$ cat config.mk
export PLATFORM = sky130hd
export DESIGN_NAME = board_ctrl_top
export DESIGN_NICKNAME = d
export VERILOG_FILES = /design/src/design/board_map_pkg.sv /design/src/design/board_io_pkg.sv /design/src/design/reg_port_decode.sv /design/src/design/board_ctrl_regs.sv /design/src/design/panel_led_driver.sv /design/src/design/board_ctrl_top.sv
export SDC_FILE = /design/constraint.sdc
export NUM_CORES = 1
export LEC_CHECK = 0
export BUFFER_PORTS_ARGS = -buffer_cell sky130_fd_sc_hd__buf_2
export CAP_MARGIN = 25
export CORE_MARGIN = 3
export CORE_UTILIZATION = 58
export CTS_BUF_LIST = sky130_fd_sc_hd__clkbuf_8
export CTS_CLUSTER_DIAMETER = 100
export DETAILED_ROUTE_END_ITERATION = 12
export HOLD_SLACK_MARGIN = 0.06
export PLACE_DENSITY = 0.79
export SYNTH_ARGS = -nofsm -noshare
export SYNTH_HDL_FRONTEND = slang
export SYNTH_HIERARCHICAL = 1
export SYNTH_SLANG_ARGS = --single-unit
$ cat constraint.sdc
create_clock -name FCLK_CLK0 -period 2.5 [get_ports FCLK_CLK0]
set_input_delay 0.5 -clock FCLK_CLK0 [delete_from_list [all_inputs] [get_ports FCLK_CLK0]]
set_output_delay 0.5 -clock FCLK_CLK0 [all_outputs]
set_load 0.01 [all_outputs]
$ cat src/design/board_map_pkg.sv
/*
 * register map of the misc window, request struct, opcode and region enums
 */
package board_map_pkg;

  // register port geometry
  localparam int reg_dwidth         = 32;
  localparam int reg_awidth_default = 14;

  // misc window, 16 KiB at this base
  localparam logic [31:0] misc_base_default = 32'h4001_0000;

  //////////////////////////////////////////////////////////////////////
  // byte offsets inside the misc window
  //////////////////////////////////////////////////////////////////////
  localparam logic [reg_awidth_default-1:0] off_scratch  = 14'h0000;
  localparam logic [reg_awidth_default-1:0] off_clk_ctrl = 14'h0004;
  localparam logic [reg_awidth_default-1:0] off_sfp_ctrl = 14'h0008;
  localparam logic [reg_awidth_default-1:0] off_status   = 14'h000C;
  localparam logic [reg_awidth_default-1:0] off_led_ctrl = 14'h0010;

  // filler for reads that miss the window
  localparam logic [reg_dwidth-1:0] unmapped_read_value = 32'hDEAD_BEEF;

  // clk_ctrl: [2:0] mgt/mainref/ddr pwr, [4:3] cdcm/25m pwr, [5] resetn
  // [7:6] pr1/pr0, [10:8] od2/od1/od0
  // all on, dividers strapped for 125 MHz out (od2 low)
  localparam logic [reg_dwidth-1:0] clk_ctrl_reset = 32'h0000_03FF;

  // led_ctrl: [0] gps led, [2:1] sfp led a per port
  localparam logic [reg_dwidth-1:0] led_ctrl_reset = 32'h0000_0001;

  typedef enum logic {op_read, op_write} reg_op_e;

  typedef enum logic {region_misc, region_unmapped} reg_region_e;

  // one decoded register access, 53 bits
  typedef struct packed {
    logic                            valid;
    reg_op_e                         op;
    reg_region_e                     region;
    logic [reg_awidth_default-1:0]   offset;
    logic [reg_dwidth-1:0]           data;
    logic [reg_dwidth/8-1:0]         keep;
  } reg_req_t;

endpackage

$ cat src/design/board_io_pkg.sv
/*
 * board pin groups: clock power enables, cdcm straps, sfp+ control
 */
package board_io_pkg;

  // two sfp+ cages on the carrier
  localparam int sfp_ports = 2;

  // clock tree power enables
  typedef struct packed {
    logic mgt156;
    logic mainref;
    logic ddr100;
    logic wb_cdcm;
    logic wb_25mhz;
  } pwr_en_t;

  // cdcm synthesizer strap pins
  // pr1/pr0 prescaler+feedback, od2..od0 output divider
  typedef struct packed {
    logic resetn;
    logic pr1;
    logic pr0;
    logic od2;
    logic od1;
    logic od0;
  } cdcm_cfg_t;

  // per cage low speed control
  typedef struct packed {
    logic tx_disable;
    logic rs0;
    logic rs1;
  } sfp_ctrl_t;

endpackage

$ cat src/design/reg_port_decode.sv
/*
 * register port front end: strobe select, window decode, request register
 */
`timescale 1ns/1ps

module reg_port_decode #(
  parameter logic [31:0] misc_base  = board_map_pkg::misc_base_default,
  parameter int          reg_awidth = board_map_pkg::reg_awidth_default
) (
  input  logic                                   FCLK_CLK0,
  input  logic                                   FCLK_RESET0,
  input  logic                                   reg_wr_req,
  input  logic [31:0]                            reg_wr_addr,
  input  logic [board_map_pkg::reg_dwidth-1:0]   reg_wr_data,
  input  logic [board_map_pkg::reg_dwidth/8-1:0] reg_wr_keep,
  input  logic                                   reg_rd_req,
  input  logic [31:0]                            reg_rd_addr,
  output board_map_pkg::reg_req_t                req
);

  import board_map_pkg::*;

  reg_op_e     op_sel;
  logic [31:0] addr_sel;
  reg_req_t    req_d;

  // write wins, a read in the same cycle is dropped
  always_comb begin
    if (reg_wr_req) begin
      op_sel   = op_write;
      addr_sel = reg_wr_addr;
    end else begin
      op_sel   = op_read;
      addr_sel = reg_rd_addr;
    end
  end

  // upper bits against the window base
  always_comb begin
    req_d        = '0;
    req_d.valid  = reg_wr_req | reg_rd_req;
    req_d.op     = op_sel;
    if (addr_sel[31:reg_awidth] == misc_base[31:reg_awidth])
      req_d.region = region_misc;
    else
      req_d.region = region_unmapped;
    req_d.offset = reg_awidth_default'(addr_sel[reg_awidth-1:0]);
    // only meaningful on writes
    req_d.data   = reg_wr_data;
    req_d.keep   = reg_wr_keep;
  end

  // request register, empty after reset
  always_ff @(posedge FCLK_CLK0) begin
    if (FCLK_RESET0)
      req <= '0;
    else
      req <= req_d;
  end

endmodule

$ cat src/design/board_ctrl_regs.sv
/*
 * misc register file: scratch, clock control, sfp control, led control
 * link status sampling and read response
 */
`timescale 1ns/1ps

module board_ctrl_regs (
  input  logic                                    FCLK_CLK0,
  input  logic                                    FCLK_RESET0,
  input  board_map_pkg::reg_req_t                 req,
  input  logic [1:0]                              phy_link,
  output logic                                    reg_rd_resp,
  output logic [board_map_pkg::reg_dwidth-1:0]    reg_rd_data,
  output board_io_pkg::pwr_en_t                   pwr_en,
  output board_io_pkg::cdcm_cfg_t                 cdcm_cfg,
  output board_io_pkg::sfp_ctrl_t [board_io_pkg::sfp_ports-1:0] sfp_ctrl,
  output logic [2:0]                              led_ctrl
);

  import board_map_pkg::*;
  import board_io_pkg::*;

  logic [reg_dwidth-1:0] scratch_q;
  logic [reg_dwidth-1:0] clk_ctrl_q;
  logic [reg_dwidth-1:0] sfp_ctrl_q;
  logic [reg_dwidth-1:0] led_ctrl_q;
  logic [reg_dwidth-1:0] status_q;
  logic [reg_dwidth-1:0] rd_word;
  logic                  wr_misc;
  logic                  rd_hit;

  // merge new data into old word, byte lanes under keep
  function automatic logic [reg_dwidth-1:0] apply_keep(
    input logic [reg_dwidth-1:0]   old_word,
    input logic [reg_dwidth-1:0]   new_word,
    input logic [reg_dwidth/8-1:0] keep
  );
    logic [reg_dwidth-1:0] merged;
    merged = old_word;
    for (int b = 0; b < reg_dwidth/8; b++) begin
      if (keep[b])
        merged[8*b +: 8] = new_word[8*b +: 8];
    end
    return merged;
  endfunction

  assign wr_misc = req.valid && (req.op == op_write) && (req.region == region_misc);
  assign rd_hit  = req.valid && (req.op == op_read);

  //////////////////////////////////////////////////////////////////////
  // writable registers
  //////////////////////////////////////////////////////////////////////
  always_ff @(posedge FCLK_CLK0) begin
    if (FCLK_RESET0) begin
      scratch_q  <= '0;
      clk_ctrl_q <= clk_ctrl_reset;
      sfp_ctrl_q <= '0;
      led_ctrl_q <= led_ctrl_reset;
    end else if (wr_misc) begin
      // status and unknown offsets fall through untouched
      case (req.offset)
        off_scratch:  scratch_q  <= apply_keep(scratch_q, req.data, req.keep);
        off_clk_ctrl: clk_ctrl_q <= apply_keep(clk_ctrl_q, req.data, req.keep);
        off_sfp_ctrl: sfp_ctrl_q <= apply_keep(sfp_ctrl_q, req.data, req.keep);
        off_led_ctrl: led_ctrl_q <= apply_keep(led_ctrl_q, req.data, req.keep);
        default: ;
      endcase
    end
  end

  // link status, resampled every cycle
  always_ff @(posedge FCLK_CLK0) begin
    if (FCLK_RESET0)
      status_q <= '0;
    else
      status_q <= {{(reg_dwidth-2){1'b0}}, phy_link};
  end

  //////////////////////////////////////////////////////////////////////
  // read path
  //////////////////////////////////////////////////////////////////////
  always_comb begin
    if (req.region == region_unmapped) begin
      rd_word = unmapped_read_value;
    end else begin
      case (req.offset)
        off_scratch:  rd_word = scratch_q;
        off_clk_ctrl: rd_word = clk_ctrl_q;
        off_sfp_ctrl: rd_word = sfp_ctrl_q;
        off_status:   rd_word = status_q;
        off_led_ctrl: rd_word = led_ctrl_q;
        // holes in the window read as zero
        default:      rd_word = '0;
      endcase
    end
  end

  always_ff @(posedge FCLK_CLK0) begin
    if (FCLK_RESET0)
      reg_rd_resp <= 1'b0;
    else
      reg_rd_resp <= rd_hit;
  end

  always_ff @(posedge FCLK_CLK0) begin
    reg_rd_data <= rd_word;
  end

  //////////////////////////////////////////////////////////////////////
  // pin fan out
  //////////////////////////////////////////////////////////////////////
  assign pwr_en.mgt156   = clk_ctrl_q[2];
  assign pwr_en.mainref  = clk_ctrl_q[1];
  assign pwr_en.ddr100   = clk_ctrl_q[0];
  assign pwr_en.wb_cdcm  = clk_ctrl_q[4];
  assign pwr_en.wb_25mhz = clk_ctrl_q[3];

  // resetn, pr1, pr0, od2, od1, od0
  assign cdcm_cfg = {clk_ctrl_q[5], clk_ctrl_q[7:6], clk_ctrl_q[10:8]};

  // port 0 in [2:0], port 1 in [5:3]
  assign sfp_ctrl = sfp_ctrl_q[3*sfp_ports-1:0];

  assign led_ctrl = led_ctrl_q[2:0];

endmodule

$ cat src/design/panel_led_driver.sv
/*
 * heartbeat counter, panel and sfp led drive
 */
`timescale 1ns/1ps

module panel_led_driver #(
  parameter int heartbeat_bit = 26
) (
  input  logic       FCLK_CLK0,
  input  logic       FCLK_RESET0,
  input  logic [1:0] phy_link,
  input  logic [2:0] led_ctrl,
  output logic       panel_led_link,
  output logic       panel_led_gps,
  output logic [1:0] sfp_led_a,
  output logic [1:0] sfp_led_b
);

  logic [31:0] hb_cnt;

  // free running, wraps
  always_ff @(posedge FCLK_CLK0) begin
    if (FCLK_RESET0)
      hb_cnt <= 32'd0;
    else
      hb_cnt <= hb_cnt + 32'd1;
  end

  // blink period 2^(heartbeat_bit+1) cycles
  assign panel_led_link = hb_cnt[heartbeat_bit];

  // software driven leds
  assign panel_led_gps = led_ctrl[0];
  assign sfp_led_a     = led_ctrl[2:1];

  // link leds straight from phy status
  assign sfp_led_b = phy_link;

endmodule

$ cat src/design/board_ctrl_top.sv
/*
 * board control top: register decode, register file, led driver
 */
`timescale 1ns/1ps

module board_ctrl_top #(
  parameter logic [31:0] misc_base     = board_map_pkg::misc_base_default,
  parameter int          reg_awidth    = board_map_pkg::reg_awidth_default,
  parameter int          heartbeat_bit = 26
) (
  input  logic                                    FCLK_CLK0,
  input  logic                                    FCLK_RESET0,
  // register port
  input  logic                                    reg_wr_req,
  input  logic [31:0]                             reg_wr_addr,
  input  logic [board_map_pkg::reg_dwidth-1:0]    reg_wr_data,
  input  logic [board_map_pkg::reg_dwidth/8-1:0]  reg_wr_keep,
  input  logic                                    reg_rd_req,
  input  logic [31:0]                             reg_rd_addr,
  output logic                                    reg_rd_resp,
  output logic [board_map_pkg::reg_dwidth-1:0]    reg_rd_data,
  // board pins
  input  logic [1:0]                              phy_link,
  output board_io_pkg::pwr_en_t                   pwr_en,
  output board_io_pkg::cdcm_cfg_t                 cdcm_cfg,
  output board_io_pkg::sfp_ctrl_t [board_io_pkg::sfp_ports-1:0] sfp_ctrl,
  output logic                                    panel_led_link,
  output logic                                    panel_led_gps,
  output logic [1:0]                              sfp_led_a,
  output logic [1:0]                              sfp_led_b
);

  import board_map_pkg::*;

  reg_req_t   req;
  logic [2:0] led_ctrl;

  //////////////////////////////////////////////////////////////////////
  // register access path
  //////////////////////////////////////////////////////////////////////
  reg_port_decode #(
    .misc_base  (misc_base),
    .reg_awidth (reg_awidth)
  ) u_decode (
    .FCLK_CLK0   (FCLK_CLK0),
    .FCLK_RESET0 (FCLK_RESET0),
    .reg_wr_req  (reg_wr_req),
    .reg_wr_addr (reg_wr_addr),
    .reg_wr_data (reg_wr_data),
    .reg_wr_keep (reg_wr_keep),
    .reg_rd_req  (reg_rd_req),
    .reg_rd_addr (reg_rd_addr),
    .req         (req)
  );

  board_ctrl_regs u_regs (
    .FCLK_CLK0   (FCLK_CLK0),
    .FCLK_RESET0 (FCLK_RESET0),
    .req         (req),
    .phy_link    (phy_link),
    .reg_rd_resp (reg_rd_resp),
    .reg_rd_data (reg_rd_data),
    .pwr_en      (pwr_en),
    .cdcm_cfg    (cdcm_cfg),
    .sfp_ctrl    (sfp_ctrl),
    .led_ctrl    (led_ctrl)
  );

  // front panel and cage leds
  panel_led_driver #(
    .heartbeat_bit (heartbeat_bit)
  ) u_leds (
    .FCLK_CLK0      (FCLK_CLK0),
    .FCLK_RESET0    (FCLK_RESET0),
    .phy_link       (phy_link),
    .led_ctrl       (led_ctrl),
    .panel_led_link (panel_led_link),
    .panel_led_gps  (panel_led_gps),
    .sfp_led_a      (sfp_led_a),
    .sfp_led_b      (sfp_led_b)
  );

endmodule

Yosys cells after proc, flatten, opt, wreduce, memory -nomap -nowiden. Cells that the tools add are included.

Flip-flop bits (word level): 278. Input bits: 106. Output and inout bits: 56. Logic and storage cells: 60.

Add/subtract/negate cells: 1. Eq/ne operators: 5. Mux-type cells: 4. Bitwise operators: 3. Reduce and logical (&&, ||, !) cells: 20.

Operators by type and width (count): case mux 32 bit (5 select lines) (1); AND reduction 3 bit (16); adder 32 x 1 -> 32 bit (second input constant) (1); 2-to-1 mux 32 bit (1); equality test 14 x 4 -> 1 bit (second input constant) (2); equality test 18 x 17 -> 1 bit (second input constant) (1); equality test 14 x 3 -> 1 bit (second input constant) (1); equality test 14 x 5 -> 1 bit (second input constant) (1); logical NOT 14 bit (1); logical AND 1 bit (3); 2-to-1 mux 1 bit (2); NOT 1 bit (2); OR 1 bit (1).

Depth between registers and ports, before layout.
Depth after elaboration: 3. Mapped depth: 7. Depth with buffers taken out: 5.

Hierarchy. Netlist, hierarchy kept.

By module, submodules not included: board_ctrl_regs (times used 1, cells each 724, area an instance 6994.2 um^2, sequential area each 3263.1 um^2); reg_port_decode (times used 1, cells each 144, area an instance 1655.3 um^2, sequential area each 1061.0 um^2); panel_led_driver (times used 1, cells each 146, area an instance 1332.5 um^2, sequential area each 540.5 um^2).

Least setup slack after synthesis. OpenSTA, ideal clock, no wires.

Kind: register to register. Start point: reg, netlist name u_decode/req[47]. End point: reg u_regs.clk_ctrl_q[24]. Setup time: 72 ps. Arrival time: 1699 ps. Required time: 2428 ps. Slack: 729 ps. Stages on the path, launching flop included: 6. Buffers on the path: 1. Clock period less this slack: 1771 ps. Cells stage by stage: dfxtp_1 > or4_4 > nor3_2 > and2_1 > buf_4 > mux2i_1.

Word-level cells in the longest chain between the ends: 2.

RTL lines: equality test 14 x 3 -> 1 bit (line board_ctrl_regs.sv:61) `case (req.offset)`; AND reduction 3 bit (no source line); end signal: assignment (line board_ctrl_regs.sv:56) `clk_ctrl_q <= clk_ctrl_reset;`; end signal: assignment (line board_ctrl_regs.sv:63) `off_clk_ctrl: clk_ctrl_q <= apply_keep(clk_ctrl_q, req.data, req.keep);`; end: declaration (line board_ctrl_regs.sv:24) `logic [reg_dwidth-1:0] clk_ctrl_q;`.

Every way passes these cells. A chain may end at the register's enable or synchronous reset.

Worst setup path in the final report.
Start point: reg, netlist name u_decode/req[47]. End point: reg u_regs.clk_ctrl_q[29].

Word-level cells in the longest chain between the ends: 2.

RTL lines (line): equality test 14 x 3 -> 1 bit (board_ctrl_regs.sv:61); AND reduction 3 bit (no source line).

Every way passes these cells.

==> out/metrics.cfg <==
[outcome]
outcome = complete, no violations

[final_layout]
antennaDiodeCount = 0
nets = 1259
syn_to_final_growth_pct = 15.8
postLayoutCellArea_um2 = 11600
drive_above_1_share_pct = 24.0

[timing]
hold_viol_final = 0
finalCriticalPeriod_ns = 2.09
skew_ns = 0.0234
slew_viol_final = 0
setup_slack_ns = 0.413
period_share_pct = 83.5
fmax_mhz = 479
tightest_slew_ns = 0.864
setup_tns_ns = 0
max-slew-margin-rel_pct = 42.4
setup_viol = 0
grt_setup_unrepaired = false

[routing]
antenna_left = 0
vias = 7910
post-route-drc-count = 0
routed_via_density = 5.67
avgRoutedWirePerCell_um = 17.0
drt_iter0_drc = 614
dr.pass1.iters = 5
drt_wl_total_mm = 23.7

[placement]
gp_congestion = 0.837
post_dp_cell_area_um2 = 10800
dp_hpwl_mm = 16.1
portBuffers = 161
place_ws_ns = 0.423

[power]
vdd_ir_drop_max_mv = 0.456
power.leakage_nw = 4.78
power.density_nw_per_um2 = 667

[grt]
grt_antenna_before_repair = 0
grt_pass1_vias = 7707
overflow = 0
grt_max_degree = 143
grt_use_total_pct = 25.0
grt_pass1_wl_mm = 37.6

[floorplanning]
core.rowCount = 47
die-height_um = 137
ios = 162
fp.coreArea_um2 = 16700
die-area_um2 = 18800
initial_core_util_pct = 59.8
dieWidth_um = 137

[yosys]
synth_edf_count = 0
synth_common_cells = dfxtp_1 (243), nand2b_1 (110), mux2i_1 (103), o21ai_0 (61), nand3_1 (56)
synth.top_cell.area_share_pct = 48.7
synth.avg_cell_area_um2 = 9.84
syn-cell-area_um2 = 9980
syn_nets = 1121
synthCells = 1014
synth_cell_types = 63
synth.area.top_cells = dfxtp_1 (49%), mux2i_1 (10%), nand2b_1 (6.9%)
synthFlopType = dfxtp_1
yosysTopAreaCell = dfxtp_1
postSynth.asyncResetShare_pct = 0
yosysSeqAreaShare_pct = 48.7
synth_most_common_cell = dfxtp_1
synth_seq_cells = 243
synth_warnings = 6

[clock_network]
cts_inserted_buffers = 39
clock_path_buffers = 3
htree_levels = 2
clk_latency_ns = 0.53
clockRootBuffer = clkbuf_8
cts_tree = built
postCtsSetupBuffers = 0
ctsResizeCount = 0
clkTransAtPathRegs_ns = 0.06
ctsHoldBuffers = 0
cts_sinks = 243

[hold_path]
holdCritPathClass = input pin to flip-flop

[critical_path]
cp_data_arrival_time_ns = 2.53
worstPathRequired_ns = 2.94
start_kind = flip-flop
endpoint_kind = flip-flop
path_class = flip-flop to flip-flop
path_max_fanout = 8

[flow_run]
drv_cap = 0

-- kinds of logic (layout without fill, tap and decap cells) --
kind of cell             Yosys count  after routing  synth area share, %
adder cells (fa/ha/maj)            1              1                0.125
flip-flops                       243            243                 48.7
multiplexers                     109            109                 11.2
AND/OR/NAND/NOR                  358            358                 21.7
XOR/XNOR                          12             12                 1.05
buffers and inverters            100            261                 5.46
AO/OA/AOI/OAI                    191            191                 11.7
-- path summary, 6_finish.rpt --
| check | endpoint | start | cells past startpoint | slack [ns] |
|---|---|---|---|---|
| max | u_regs/clk_ctrl_q[29]$_SDFFE_PP0P_ | u_decode/req[47]$_SDFF_PP0_ | 4 | 0.41 |
| max reg2reg | u_regs/clk_ctrl_q[29]$_SDFFE_PP0P_ | u_decode/req[47]$_SDFF_PP0_ | 4 | 0.41 |
| min reg2reg | u_leds/hb_cnt[0]$_SDFF_PP0_ | u_leds/hb_cnt[0]$_SDFF_PP0_ | 1 | 0.47 |
| min | u_decode/req[13]$_SDFF_PP0_ | reg_wr_data[9] | 2 | 0.17 |
-- where the power goes --
part / switching (W) / internal, W
combinational: 0.000277 / 0.000226
clock: 0.00148 / 0.00172
sequential: 0.0000501 / 0.00395
-- cell type report --
class	instances	area, um^2
multi-input combinational	671	4590
tap	220	275
clock inverter	16	72.6
clock buffer	48	661
inverter	3	11.3
timing repair buffer	194	1080
fill	1330	5150
sequential	243	4860
-- metrics by stage --
step           std cells  power [W]  util [%]  hold slack, ns
2_1_floorplan       1014    0.00436         -           0.426
4_1_cts             1395    0.00776      69.2           0.154
3_3_place_gp        1331    0.00458      64.8           0.446
6_report            1395    0.00771      69.2           0.171
5_1_grt             1395    0.00799      69.2           0.168
3_5_place_dp        1331    0.00458      64.8           0.459
-- metal layers --
metal	wire length (um)	up-vias	GRT usage [%]
met5	0	-	0
met4	481	0	8.59
met3	1760	42	5.95
met2	11100	265	39.9
met1	10400	3769	33.3
li1	-	3834	-
-- placed cells by master (no fill, tap or decap), types with 5 or more instances in the layout --
| master | netlist | routed |
|---|---|---|
| nand3_1 | 56 | 56 |
| nand2_1 | 15 | 15 |
| nor2_1 | 44 | 44 |
| a22oi_1 | 30 | 30 |
| nand3b_1 | 8 | 8 |
| dfxtp_1 | 243 | 243 |
| nor4_1 | 9 | 9 |
| xor2_1 | 8 | 8 |
| or4_1 | 6 | 6 |
| o22ai_1 | 7 | 7 |
| inv_1 | 3 | 13 |
| nor2b_1 | 38 | 36 |
| buf_4 | 28 | 31 |
| a221oi_1 | 22 | 22 |
| o21ai_1 | 10 | 10 |
| and2b_1 | 9 | 9 |
| mux2i_1 | 103 | 103 |
| a21oi_1 | 47 | 47 |
| o21ai_0 | 61 | 61 |
| and2_1 | 5 | 5 |
| nand4_1 | 9 | 9 |
| o31ai_1 | 6 | 6 |
| buf_2 | 12 | 160 |
| nand2_2 | 7 | 7 |
| clkbuf_8 | 2 | 48 |
| nand2b_1 | 110 | 110 |
-- critical path: stages (launching register included) --
cell and delay, ns:
dfxtp_1 0.32, or4_4 0.59, nor3_2 0.37, and2_1 0.48, mux2i_1 0.25
-- flip-flops by register name (all words and copies together) (netlist names) --
name,flops
u_regs/reg_rd_data,32
u_regs/status_q,2
u_regs/clk_ctrl_q,32
u_decode/req,53
u_regs/reg_rd_resp,1
u_regs/sfp_ctrl_q,32
u_regs/scratch_q,32
u_leds/hb_cnt,27
u_regs/led_ctrl_q,32
Note: power is estimated with default switching activity, not from simulation.
